`src/stat_defines.svh`:
```
`ifndef STAT_DEFINES_SVH
`define STAT_DEFINES_SVH

// Number of per-channel counters
`define STAT_NUM_CHAN 32

// Register file address, wide enough for every channel
`define STAT_ADDR_W 5

// Counter and host data word
`define STAT_CNT_W 32

// Byte count carried by one packet event
`define STAT_BYTES_W 16

`endif

```
`src/stat_pkg.sv`:
```
package stat_pkg;

`include "stat_defines.svh"

    // Channel number, also the register file address
    typedef logic [`STAT_ADDR_W-1:0] chan_t;

    // Counter value and host data word
    typedef logic [`STAT_CNT_W-1:0] cnt_t;

    // Byte count of one event
    typedef logic [`STAT_BYTES_W-1:0] bytes_t;

    // Host port sequencing
    typedef enum logic [1:0]
    {
        idle,
        strobe,
        wait_rdy
    } host_state_t;

endpackage

```
`src/stat_regfile.sv`:
```
`timescale 1ns/1ps

`include "stat_defines.svh"

module stat_regfile
    import stat_pkg::*;
(
    input  logic  clk,
    input  logic  rst,
    input  logic  memwe,
    input  chan_t memwa,
    input  cnt_t  memwrd,
    input  logic  memre,
    input  chan_t memra,
    output cnt_t  memrdd
);

    cnt_t  mem [`STAT_NUM_CHAN];
    logic  clr_busy;
    chan_t clr_idx;

    // Clear walk, one counter per cycle after reset
    always_ff @(posedge clk)
    begin
        if (rst)
        begin
            clr_busy <= 1'b1;
            clr_idx  <= '0;
        end
        else if (clr_busy)
        begin
            clr_idx <= clr_idx + 1'b1;
            // Last channel done
            if (clr_idx == chan_t'(`STAT_NUM_CHAN - 1))
                clr_busy <= 1'b0;
        end
    end

    // Write port, the clear walk owns it until finished
    always_ff @(posedge clk)
    begin
        if (clr_busy)
            mem[clr_idx] <= '0;
        else if (memwe)
            mem[memwa] <= memwrd;
    end

    // Registered read, holds the last word between reads
    always_ff @(posedge clk)
    begin
        if (memre)
            memrdd <= mem[memra];
    end

    // Arbiter must mask a read hitting the address being written
    assert property (@(posedge clk) disable iff (rst)
        !(memwe && memre && (memwa == memra)))
        else $error("regfile read and write on the same address");

endmodule

```
`src/stat_ram_arbiter.sv`:
```
`timescale 1ns/1ps

module stat_ram_arbiter
    import stat_pkg::*;
(
    input  logic  clk,
    input  logic  rst,

    // Engine side
    input  logic  eng_re,
    input  chan_t eng_ra,
    output cnt_t  eng_rdd,
    input  logic  eng_we,
    input  chan_t eng_wa,
    input  cnt_t  eng_wrd,

    // Host side
    input  logic  upen,
    input  logic  upws,
    input  logic  uprs,
    input  chan_t upa,
    input  cnt_t  updi,
    output cnt_t  updo,
    output logic  uprdy,

    // Count enable level
    input  logic  count_en,

    // Register file side
    output logic  memwe,
    output logic  memre,
    output chan_t memwa,
    output chan_t memra,
    output cnt_t  memwrd,
    input  cnt_t  memrdd
);

    //////////////////////////////////////////////////////////////////////
    // Request qualification

    logic  eng_wr;
    logic  eng_rd;
    logic  up_wr;
    logic  up_rd;
    logic  upwr_lat;
    logic  uprd_lat;
    logic  upwr_ok;
    logic  uprd_ok;

    // Engine strobes only count while enabled
    assign eng_wr = eng_we & count_en;
    assign eng_rd = eng_re & count_en;

    // Host strobes only inside an open access
    assign up_wr = upws & upen;
    assign up_rd = uprs & upen;

    // Host wins a port only when the engine leaves it free
    assign upwr_ok = upwr_lat & ~eng_wr;
    assign uprd_ok = uprd_lat & ~eng_rd;

    // Pending host requests dropped when the access closes
    always_ff @(posedge clk)
    begin
        if (rst || !upen)
        begin
            upwr_lat <= 1'b0;
            uprd_lat <= 1'b0;
        end
        else
        begin
            if (upwr_ok)
                upwr_lat <= 1'b0;
            else if (up_wr)
                upwr_lat <= 1'b1;

            if (uprd_ok)
                uprd_lat <= 1'b0;
            else if (up_rd)
                uprd_lat <= 1'b1;
        end
    end

    //////////////////////////////////////////////////////////////////////
    // Shared port muxing and bypass

    logic  ram_we;
    chan_t ram_wa;
    cnt_t  ram_wrd;
    logic  ram_re;
    chan_t ram_ra;
    logic  wr_conflict;
    logic  same_stage1;
    cnt_t  ram_wrd1;

    // Engine first on both ports
    assign ram_we  = eng_wr | upwr_lat;
    assign ram_wa  = eng_wr ? eng_wa : upa;
    assign ram_wrd = eng_wr ? eng_wrd : updi;
    assign ram_re  = eng_rd | uprd_lat;
    assign ram_ra  = eng_rd ? eng_ra : upa;

    // Read and write on one address in the same cycle
    assign wr_conflict = ram_we & (ram_wa == ram_ra);

    always_ff @(posedge clk)
    begin
        if (rst)
            same_stage1 <= 1'b0;
        else
            same_stage1 <= ram_re & wr_conflict;
    end

    // Written word kept one cycle for the bypass
    always_ff @(posedge clk)
    begin
        ram_wrd1 <= ram_wrd;
    end

    // Fresh write data replaces the masked read
    assign eng_rdd = same_stage1 ? ram_wrd1 : memrdd;

    assign memwe  = ram_we;
    assign memwa  = ram_wa;
    assign memwrd = ram_wrd;
    assign memre  = ram_re & ~wr_conflict;
    assign memra  = ram_ra;

    //////////////////////////////////////////////////////////////////////
    // Host completion

    logic acc_ok;
    logic acc_ok1;
    logic acc_ok2;
    cnt_t eng_rdd1;

    assign acc_ok = upwr_ok | uprd_ok;

    // Take plus two cycles gives ready
    always_ff @(posedge clk)
    begin
        if (rst)
        begin
            acc_ok1 <= 1'b0;
            acc_ok2 <= 1'b0;
        end
        else
        begin
            acc_ok1 <= acc_ok;
            acc_ok2 <= acc_ok1;
        end
    end

    // Read data lines up with ready
    always_ff @(posedge clk)
    begin
        eng_rdd1 <= eng_rdd;
    end

    assign uprdy = acc_ok2;
    assign updo  = upen ? eng_rdd1 : '0;

    // Host port keeps upen up until ready arrives
    assert property (@(posedge clk) disable iff (rst) uprdy |-> upen)
        else $error("uprdy outside a host access");

    // A pending request would be dropped if upen fell before the take
    assert property (@(posedge clk) disable iff (rst)
        (upwr_lat || uprd_lat) |=> upen)
        else $error("upen dropped with a host request pending");

endmodule

```
`src/stat_update_engine.sv`:
```
`timescale 1ns/1ps

`include "stat_defines.svh"

module stat_update_engine
    import stat_pkg::*;
(
    input  logic   clk,
    input  logic   rst,

    // Packet events
    input  logic   evt_valid,
    input  chan_t  evt_chan,
    input  bytes_t evt_bytes,

    // Counter read
    output logic   eng_re,
    output chan_t  eng_ra,
    input  cnt_t   eng_rdd,

    // Counter write back
    output logic   eng_we,
    output chan_t  eng_wa,
    output cnt_t   eng_wrd
);

    //////////////////////////////////////////////////////////////////////
    // Stage one

    logic   s1_valid;
    chan_t  s1_chan;
    bytes_t s1_bytes;

    // Read issued in the event cycle
    assign eng_re = evt_valid;
    assign eng_ra = evt_chan;

    // Event flag tracked with reset
    always_ff @(posedge clk)
    begin
        if (rst)
            s1_valid <= 1'b0;
        else
            s1_valid <= evt_valid;
    end

    // Event payload follows the read
    always_ff @(posedge clk)
    begin
        s1_chan  <= evt_chan;
        s1_bytes <= evt_bytes;
    end

    //////////////////////////////////////////////////////////////////////
    // Stage two

    cnt_t add_bytes;

    // Byte count widened to the counter
    assign add_bytes = {{(`STAT_CNT_W - `STAT_BYTES_W){1'b0}}, s1_bytes};

    // Write back one cycle after the read
    assign eng_we = s1_valid;
    assign eng_wa = s1_chan;

    // Sum wraps at the counter width
    // eng_rdd already holds bypassed data for back to back hits
    assign eng_wrd = eng_rdd + add_bytes;

endmodule

```
`src/stat_host_port.sv`:
```
`timescale 1ns/1ps

module stat_host_port
    import stat_pkg::*;
(
    input  logic  clk,
    input  logic  rst,

    // Host bus
    input  logic  host_req,
    input  logic  host_we,
    input  chan_t host_addr,
    input  cnt_t  host_wdata,
    output logic  host_ack,
    output cnt_t  host_rdata,

    // Arbiter host side
    output logic  upen,
    output logic  upws,
    output logic  uprs,
    output chan_t upa,
    output cnt_t  updi,
    input  cnt_t  updo,
    input  logic  uprdy
);

    host_state_t state;
    logic        we_q;
    chan_t       addr_q;
    cnt_t        wdata_q;

    // Access FSM
    always_ff @(posedge clk)
    begin
        if (rst)
        begin
            state    <= idle;
            host_ack <= 1'b0;
        end
        else
        begin
            host_ack <= 1'b0;
            case (state)
                // New requests only here
                idle:
                    if (host_req)
                        state <= strobe;
                // Single strobe cycle
                strobe:
                    state <= wait_rdy;
                wait_rdy:
                    if (uprdy)
                    begin
                        state    <= idle;
                        host_ack <= 1'b1;
                    end
                default:
                    state <= idle;
            endcase
        end
    end

    // Request captured and held for the whole access
    always_ff @(posedge clk)
    begin
        if (state == idle && host_req)
        begin
            we_q    <= host_we;
            addr_q  <= host_addr;
            wdata_q <= host_wdata;
        end
    end

    // Result word is zero after a write
    always_ff @(posedge clk)
    begin
        if (state == wait_rdy && uprdy)
            host_rdata <= we_q ? '0 : updo;
    end

    assign upen = (state != idle);
    assign upws = (state == strobe) & we_q;
    assign uprs = (state == strobe) & ~we_q;
    assign upa  = addr_q;
    assign updi = wdata_q;

    // Arbiter ready only ends an access that was strobed
    assert property (@(posedge clk) disable iff (rst)
        uprdy |-> (state == wait_rdy))
        else $error("uprdy outside the wait state");

endmodule

```
`src/stat_counter_top.sv`:
```
`timescale 1ns/1ps

module stat_counter_top
    import stat_pkg::*;
(
    input  logic   clk,
    input  logic   rst,
    input  logic   count_en,

    // Packet events
    input  logic   evt_valid,
    input  chan_t  evt_chan,
    input  bytes_t evt_bytes,

    // Host bus
    input  logic   host_req,
    input  logic   host_we,
    input  chan_t  host_addr,
    input  cnt_t   host_wdata,
    output logic   host_ack,
    output cnt_t   host_rdata
);

    //////////////////////////////////////////////////////////////////////
    // Engine to arbiter
    logic  eng_re;
    chan_t eng_ra;
    cnt_t  eng_rdd;
    logic  eng_we;
    chan_t eng_wa;
    cnt_t  eng_wrd;

    // Host port to arbiter
    logic  upen;
    logic  upws;
    logic  uprs;
    chan_t upa;
    cnt_t  updi;
    cnt_t  updo;
    logic  uprdy;

    // Arbiter to register file
    logic  memwe;
    logic  memre;
    chan_t memwa;
    chan_t memra;
    cnt_t  memwrd;
    cnt_t  memrdd;

    stat_update_engine stat_update_engine_i (
        .clk       (clk),
        .rst       (rst),
        .evt_valid (evt_valid),
        .evt_chan  (evt_chan),
        .evt_bytes (evt_bytes),
        .eng_re    (eng_re),
        .eng_ra    (eng_ra),
        .eng_rdd   (eng_rdd),
        .eng_we    (eng_we),
        .eng_wa    (eng_wa),
        .eng_wrd   (eng_wrd)
    );

    stat_host_port stat_host_port_i (
        .clk        (clk),
        .rst        (rst),
        .host_req   (host_req),
        .host_we    (host_we),
        .host_addr  (host_addr),
        .host_wdata (host_wdata),
        .host_ack   (host_ack),
        .host_rdata (host_rdata),
        .upen       (upen),
        .upws       (upws),
        .uprs       (uprs),
        .upa        (upa),
        .updi       (updi),
        .updo       (updo),
        .uprdy      (uprdy)
    );

    stat_ram_arbiter stat_ram_arbiter_i (
        .clk      (clk),
        .rst      (rst),
        .eng_re   (eng_re),
        .eng_ra   (eng_ra),
        .eng_rdd  (eng_rdd),
        .eng_we   (eng_we),
        .eng_wa   (eng_wa),
        .eng_wrd  (eng_wrd),
        .upen     (upen),
        .upws     (upws),
        .uprs     (uprs),
        .upa      (upa),
        .updi     (updi),
        .updo     (updo),
        .uprdy    (uprdy),
        .count_en (count_en),
        .memwe    (memwe),
        .memre    (memre),
        .memwa    (memwa),
        .memra    (memra),
        .memwrd   (memwrd),
        .memrdd   (memrdd)
    );

    stat_regfile stat_regfile_i (
        .clk    (clk),
        .rst    (rst),
        .memwe  (memwe),
        .memwa  (memwa),
        .memwrd (memwrd),
        .memre  (memre),
        .memra  (memra),
        .memrdd (memrdd)
    );

endmodule

```
`config.mk`:
```
export PLATFORM = sky130hd
export DESIGN_NAME = stat_counter_top
export DESIGN_NICKNAME = d
export VERILOG_FILES = /design/src/stat_pkg.sv /design/src/stat_regfile.sv /design/src/stat_ram_arbiter.sv /design/src/stat_update_engine.sv /design/src/stat_host_port.sv /design/src/stat_counter_top.sv
export VERILOG_INCLUDE_DIRS = /design/src
export SDC_FILE = /design/constraint.sdc
export NUM_CORES = 2
export LEC_CHECK = 0
export BUFFER_PORTS_ARGS = -buffer_cell sky130_fd_sc_hd__buf_4
export CORE_MARGIN = 3
export CORE_UTILIZATION = 56
export CTS_CLUSTER_DIAMETER = 200
export DETAILED_ROUTE_END_ITERATION = 10
export PLACE_DENSITY = 0.75
export SLEW_MARGIN = 20
export SYNTH_ARGS = -nofsm -noshare
export SYNTH_HDL_FRONTEND = slang
export SYNTH_HIERARCHICAL = 1
export SYNTH_SLANG_ARGS = --single-unit
```
`constraint.sdc`:
```
create_clock -name clk -period 4.2 [get_ports clk]
set_input_delay 0.84 -clock clk [delete_from_list [all_inputs] [get_ports clk]]
set_output_delay 0.84 -clock clk [all_outputs]
set_load 0.03 [all_outputs]
```
==> metrics.cfg <==
[place]
dp_hpwl_mm = 70.90
port_buffers = 96
placed_area_um2 = 51170
gp_congestion = 0.8877

[drt]
first_iter_violations = 3283
vias = 27120
dr.pass1.iters = 6
wl_per_cell_um = 28.59
drc = 0
routed_via_density = 6.291
routed_wl_mm = 123.2
ant_nets = 0

[pwr]
p_int_w = 0.01977
p_per_area_nw_per_um2 = 463.6
switchingPower_w = 0.005663
pwr-share-comb_pct = 7.5
power.total_w = 0.02544
seq_power_share_pct = 53.2
cellLeakagePower_nw = 18.16
p_sw_share_pct = 22.26
clkPwrFrac_pct = 39.3
irDropWorstVdd_uv = 384.5

[cts]
clk_pin_slew_worst_paths_ns = 0.06
root_buffer = clkbuf_16
clk_path_buf_depth = 3
cts_tree = yes
hold_buffers = 0
cts_max_level = 3
clock_sinks = 1226
worstSkewPairLatency_ns = 0.68
numCtsBuffers = 114

[setup_path]
path_common_cell = mux2_2
arrival_ns = 4.29
critPathMaxFanout = 32
r2r-start = stat_ram_arbiter_i/same_stage1
path_delay_family = simple AND/OR/NAND/NOR gates
end_kind = flip-flop
path_depth = 11
path_cells = buf_12, mux2_2, ha_1, a21oi_1, o22ai_1, nor3_1, o21ai_0, nand4_1, o211ai_1, mux2_2, and2_1
r2r_end = stat_regfile_i/mem[3][12]
critPathSlowestCell = and2_1
worst-path-buf-inv = 1
critPathLaunchType = flip-flop
critical_path_class = flip-flop to flip-flop
required_ns = 4.52
rrSetupSlack_ns = 0.23
slowest_delay_ns = 0.88
r2r_cells = 11

[timing]
tightest_slew_ns = 1.229
relSlewSlack_pct = 17.86
report.final.slew_viol_count = 0
max_freq_ghz = 0.2522
hold_viol_final = 0
grt_setup_unrepaired = no
final.setup_skew_ns = 0.03488
post-route-period-util_pct = 94.41
fin_setup_tns_ns = 0
period_minus_slack_ns = 3.965
setup_viol = 0

[grt]
grt_util_all_layers_pct = 27.19
grt_pass1_wl_mm = 178.1
grt_max_degree = 69
overflow = 0
antenna_found_initial = 2
grt_pass1_vias = 26600

[logic_synthesis]
synth_async_sr_flop_share_pct = 0
ys.warnings.count = 6
avgSynthCellArea_um2 = 16.74
yosys_register_bits = 1226
synthesis.area_um2 = 48320
ys_seq_area_share_pct = 74.11
synth_area_leaders = edfxtp_1, mux2i_1, dfxtp_1
synth_fp_nets = 2970
synth_top_cell_area_share_pct = 69.97
yosysUniqueCellTypes = 65
synth-edff-count = 1126
synth_ff_type = edfxtp_1
synth_top_cell_by_area = edfxtp_1
synth_cells = 2887

[finish]
area_growth_pct = 13.54
layout.nets = 3152
layout_common_cells = edfxtp_1, mux2i_1, buf_4
drive_gt1_share_pct = 17.09
stdcell_area_um2 = 54870
final_common_cell = edfxtp_1

[floorplanning]
num_rows = 107
chipHeight_um = 299.8
initial_utilization_pct = 56.58
core_um2 = 85410
num_io_pins = 97
die_x_um = 299.8
dieArea_um2 = 89850

[worst_hold_path]
hold_depth = 1
min_to = stat_update_engine_i/s1_bytes[13]
hp-class = input pin to flip-flop
hp-start = evt_bytes[13]

[outcome]
outcome = finished clean

[flow_run]
cap_violations = 0

[flip-flops by register name (all words and copies together), names as in the netlist]
register and cells:
stat_regfile_i/clr_busy 1, stat_update_engine_i/eng_we 1, stat_host_port_i/state 2, stat_update_engine_i/eng_wa 5, stat_ram_arbiter_i/ram_wrd1 32, stat_regfile_i/mem 1024, stat_ram_arbiter_i/eng_rdd1 32, stat_ram_arbiter_i/uprd_lat 1
stat_regfile_i/clr_idx 5, stat_ram_arbiter_i/upwr_lat 1, stat_update_engine_i/s1_bytes 16, stat_ram_arbiter_i/acc_ok1 1, stat_host_port_i/upa 5, stat_regfile_i/memrdd 32, stat_ram_arbiter_i/uprdy 1, stat_ram_arbiter_i/same_stage1 1
stat_host_port_i/host_ack 1, stat_host_port_i/updi 32, stat_host_port_i/we_q 1, stat_host_port_i/host_rdata 32
[logic make-up after synthesis]
kind of cell	after synthesis	synth area share, %
compound gates	358	5.041
xor+xnor	36	0.6525
fa+ha+maj	19	0.5075
buf+inv	165	2.074
flops	1226	74.11
mux	598	12.61
simple gates	485	5.002
[Yosys cell counts, types with 2 or more instances]
cell	n
edfxtp_1	1126
mux2i_1	523
nand2_1	124
a21oi_1	116
nand3_1	108
dfxtp_1	100
a22oi_1	98
mux2_2	70
and2_1	68
a22o_1	64
nor2_1	63
clkbuf_1	49
buf_2	47
nor2b_1	43
nor3_1	38
a31oi_1	36
buf_4	30
buf_6	25
xnor2_1	20
ha_1	18
xor2_1	16
o21ai_0	12
and3_1	9
inv_1	9
nand2b_1	9
o211ai_1	5
nand4_1	4
nor3b_1	4
o21a_1	4
o22ai_1	4
a21o_1	3
mux2_1	3
buf_1	2
clkbuf_4	2
nand2_2	2
o211a_1	2
o31ai_1	2
or2_2	2
[power by group through the flow]
stage | sequential [W] | combinational (W) | clock (W)
after CTS | 0.0135 | 0.00186 | 0.0101
after detailed placement | 0.0138 | 0.00184 | 0
final | 0.0135 | 0.00190 | 0.0100
after floorplan | 0.0137 | 0.00122 | 0
after global placement | 0.0138 | 0.00182 | 0
after global routing | 0.0136 | 0.00198 | 0.0106
[worst max-delay path by stage]
stage / startpoint / to / slack [ns]
final: stat_ram_arbiter_i/same_stage1 / stat_regfile_i/mem[3][12] / 0.23
after global routing: stat_ram_arbiter_i/same_stage1 / stat_regfile_i/mem[1][12] / 0.04
after CTS: stat_ram_arbiter_i/same_stage1 / stat_regfile_i/mem[13][22] / 0.06
after detailed placement: stat_ram_arbiter_i/same_stage1 / stat_regfile_i/mem[27][26] / 0.04
after global placement: stat_ram_arbiter_i/same_stage1 / stat_regfile_i/mem[27][26] / 0.1
after floorplan: host_req / stat_host_port_i/upa[0] / 0.04
[layer usage]
metal,vias to the layer above,share of wire [%],track usage (%)
met5,-,0.015,0
met4,2,3.6,10.10
met3,263,11,5.704
met2,1702,48,44.26
met1,13580,37,36.51
li1,11570,-,-
[stage by stage]
stage / util [%] / instances / setup WS [ns] / hold slack, ns
2_1_floorplan: - / 2887 / 0.04396 / 0.4138
3_3_place_gp: 59.91 / 4095 / 0.09928 / 0.4194
3_5_place_dp: 59.91 / 4095 / 0.03508 / 0.4234
4_1_cts: 64.16 / 4308 / 0.05626 / 0.2330
5_1_grt: 64.23 / 4310 / 0.03770 / 0.2507
6_report: 64.24 / 4311 / 0.2348 / 0.2618
[layout make-up]
class	count	area, um2
Sequential cell	1226	35820
Multi-Input combinational cell	1496	11860
Antenna cell	1	2.502
Clock inverter	57	504.2
Fill cell	5748	30550
Clock buffer	156	3122
Inverter	9	33.78
Tap cell	1144	1431
Timing Repair Buffer	222	2095
[repair_timing]
action / CTS / global route
buffers inserted: 0 / 0
resized for setup: 1 / 12
setup endpoints to repair: 25 / 358
gates cloned: 0 / 0
No activity file was read; power rests on OpenSTA's default activity.
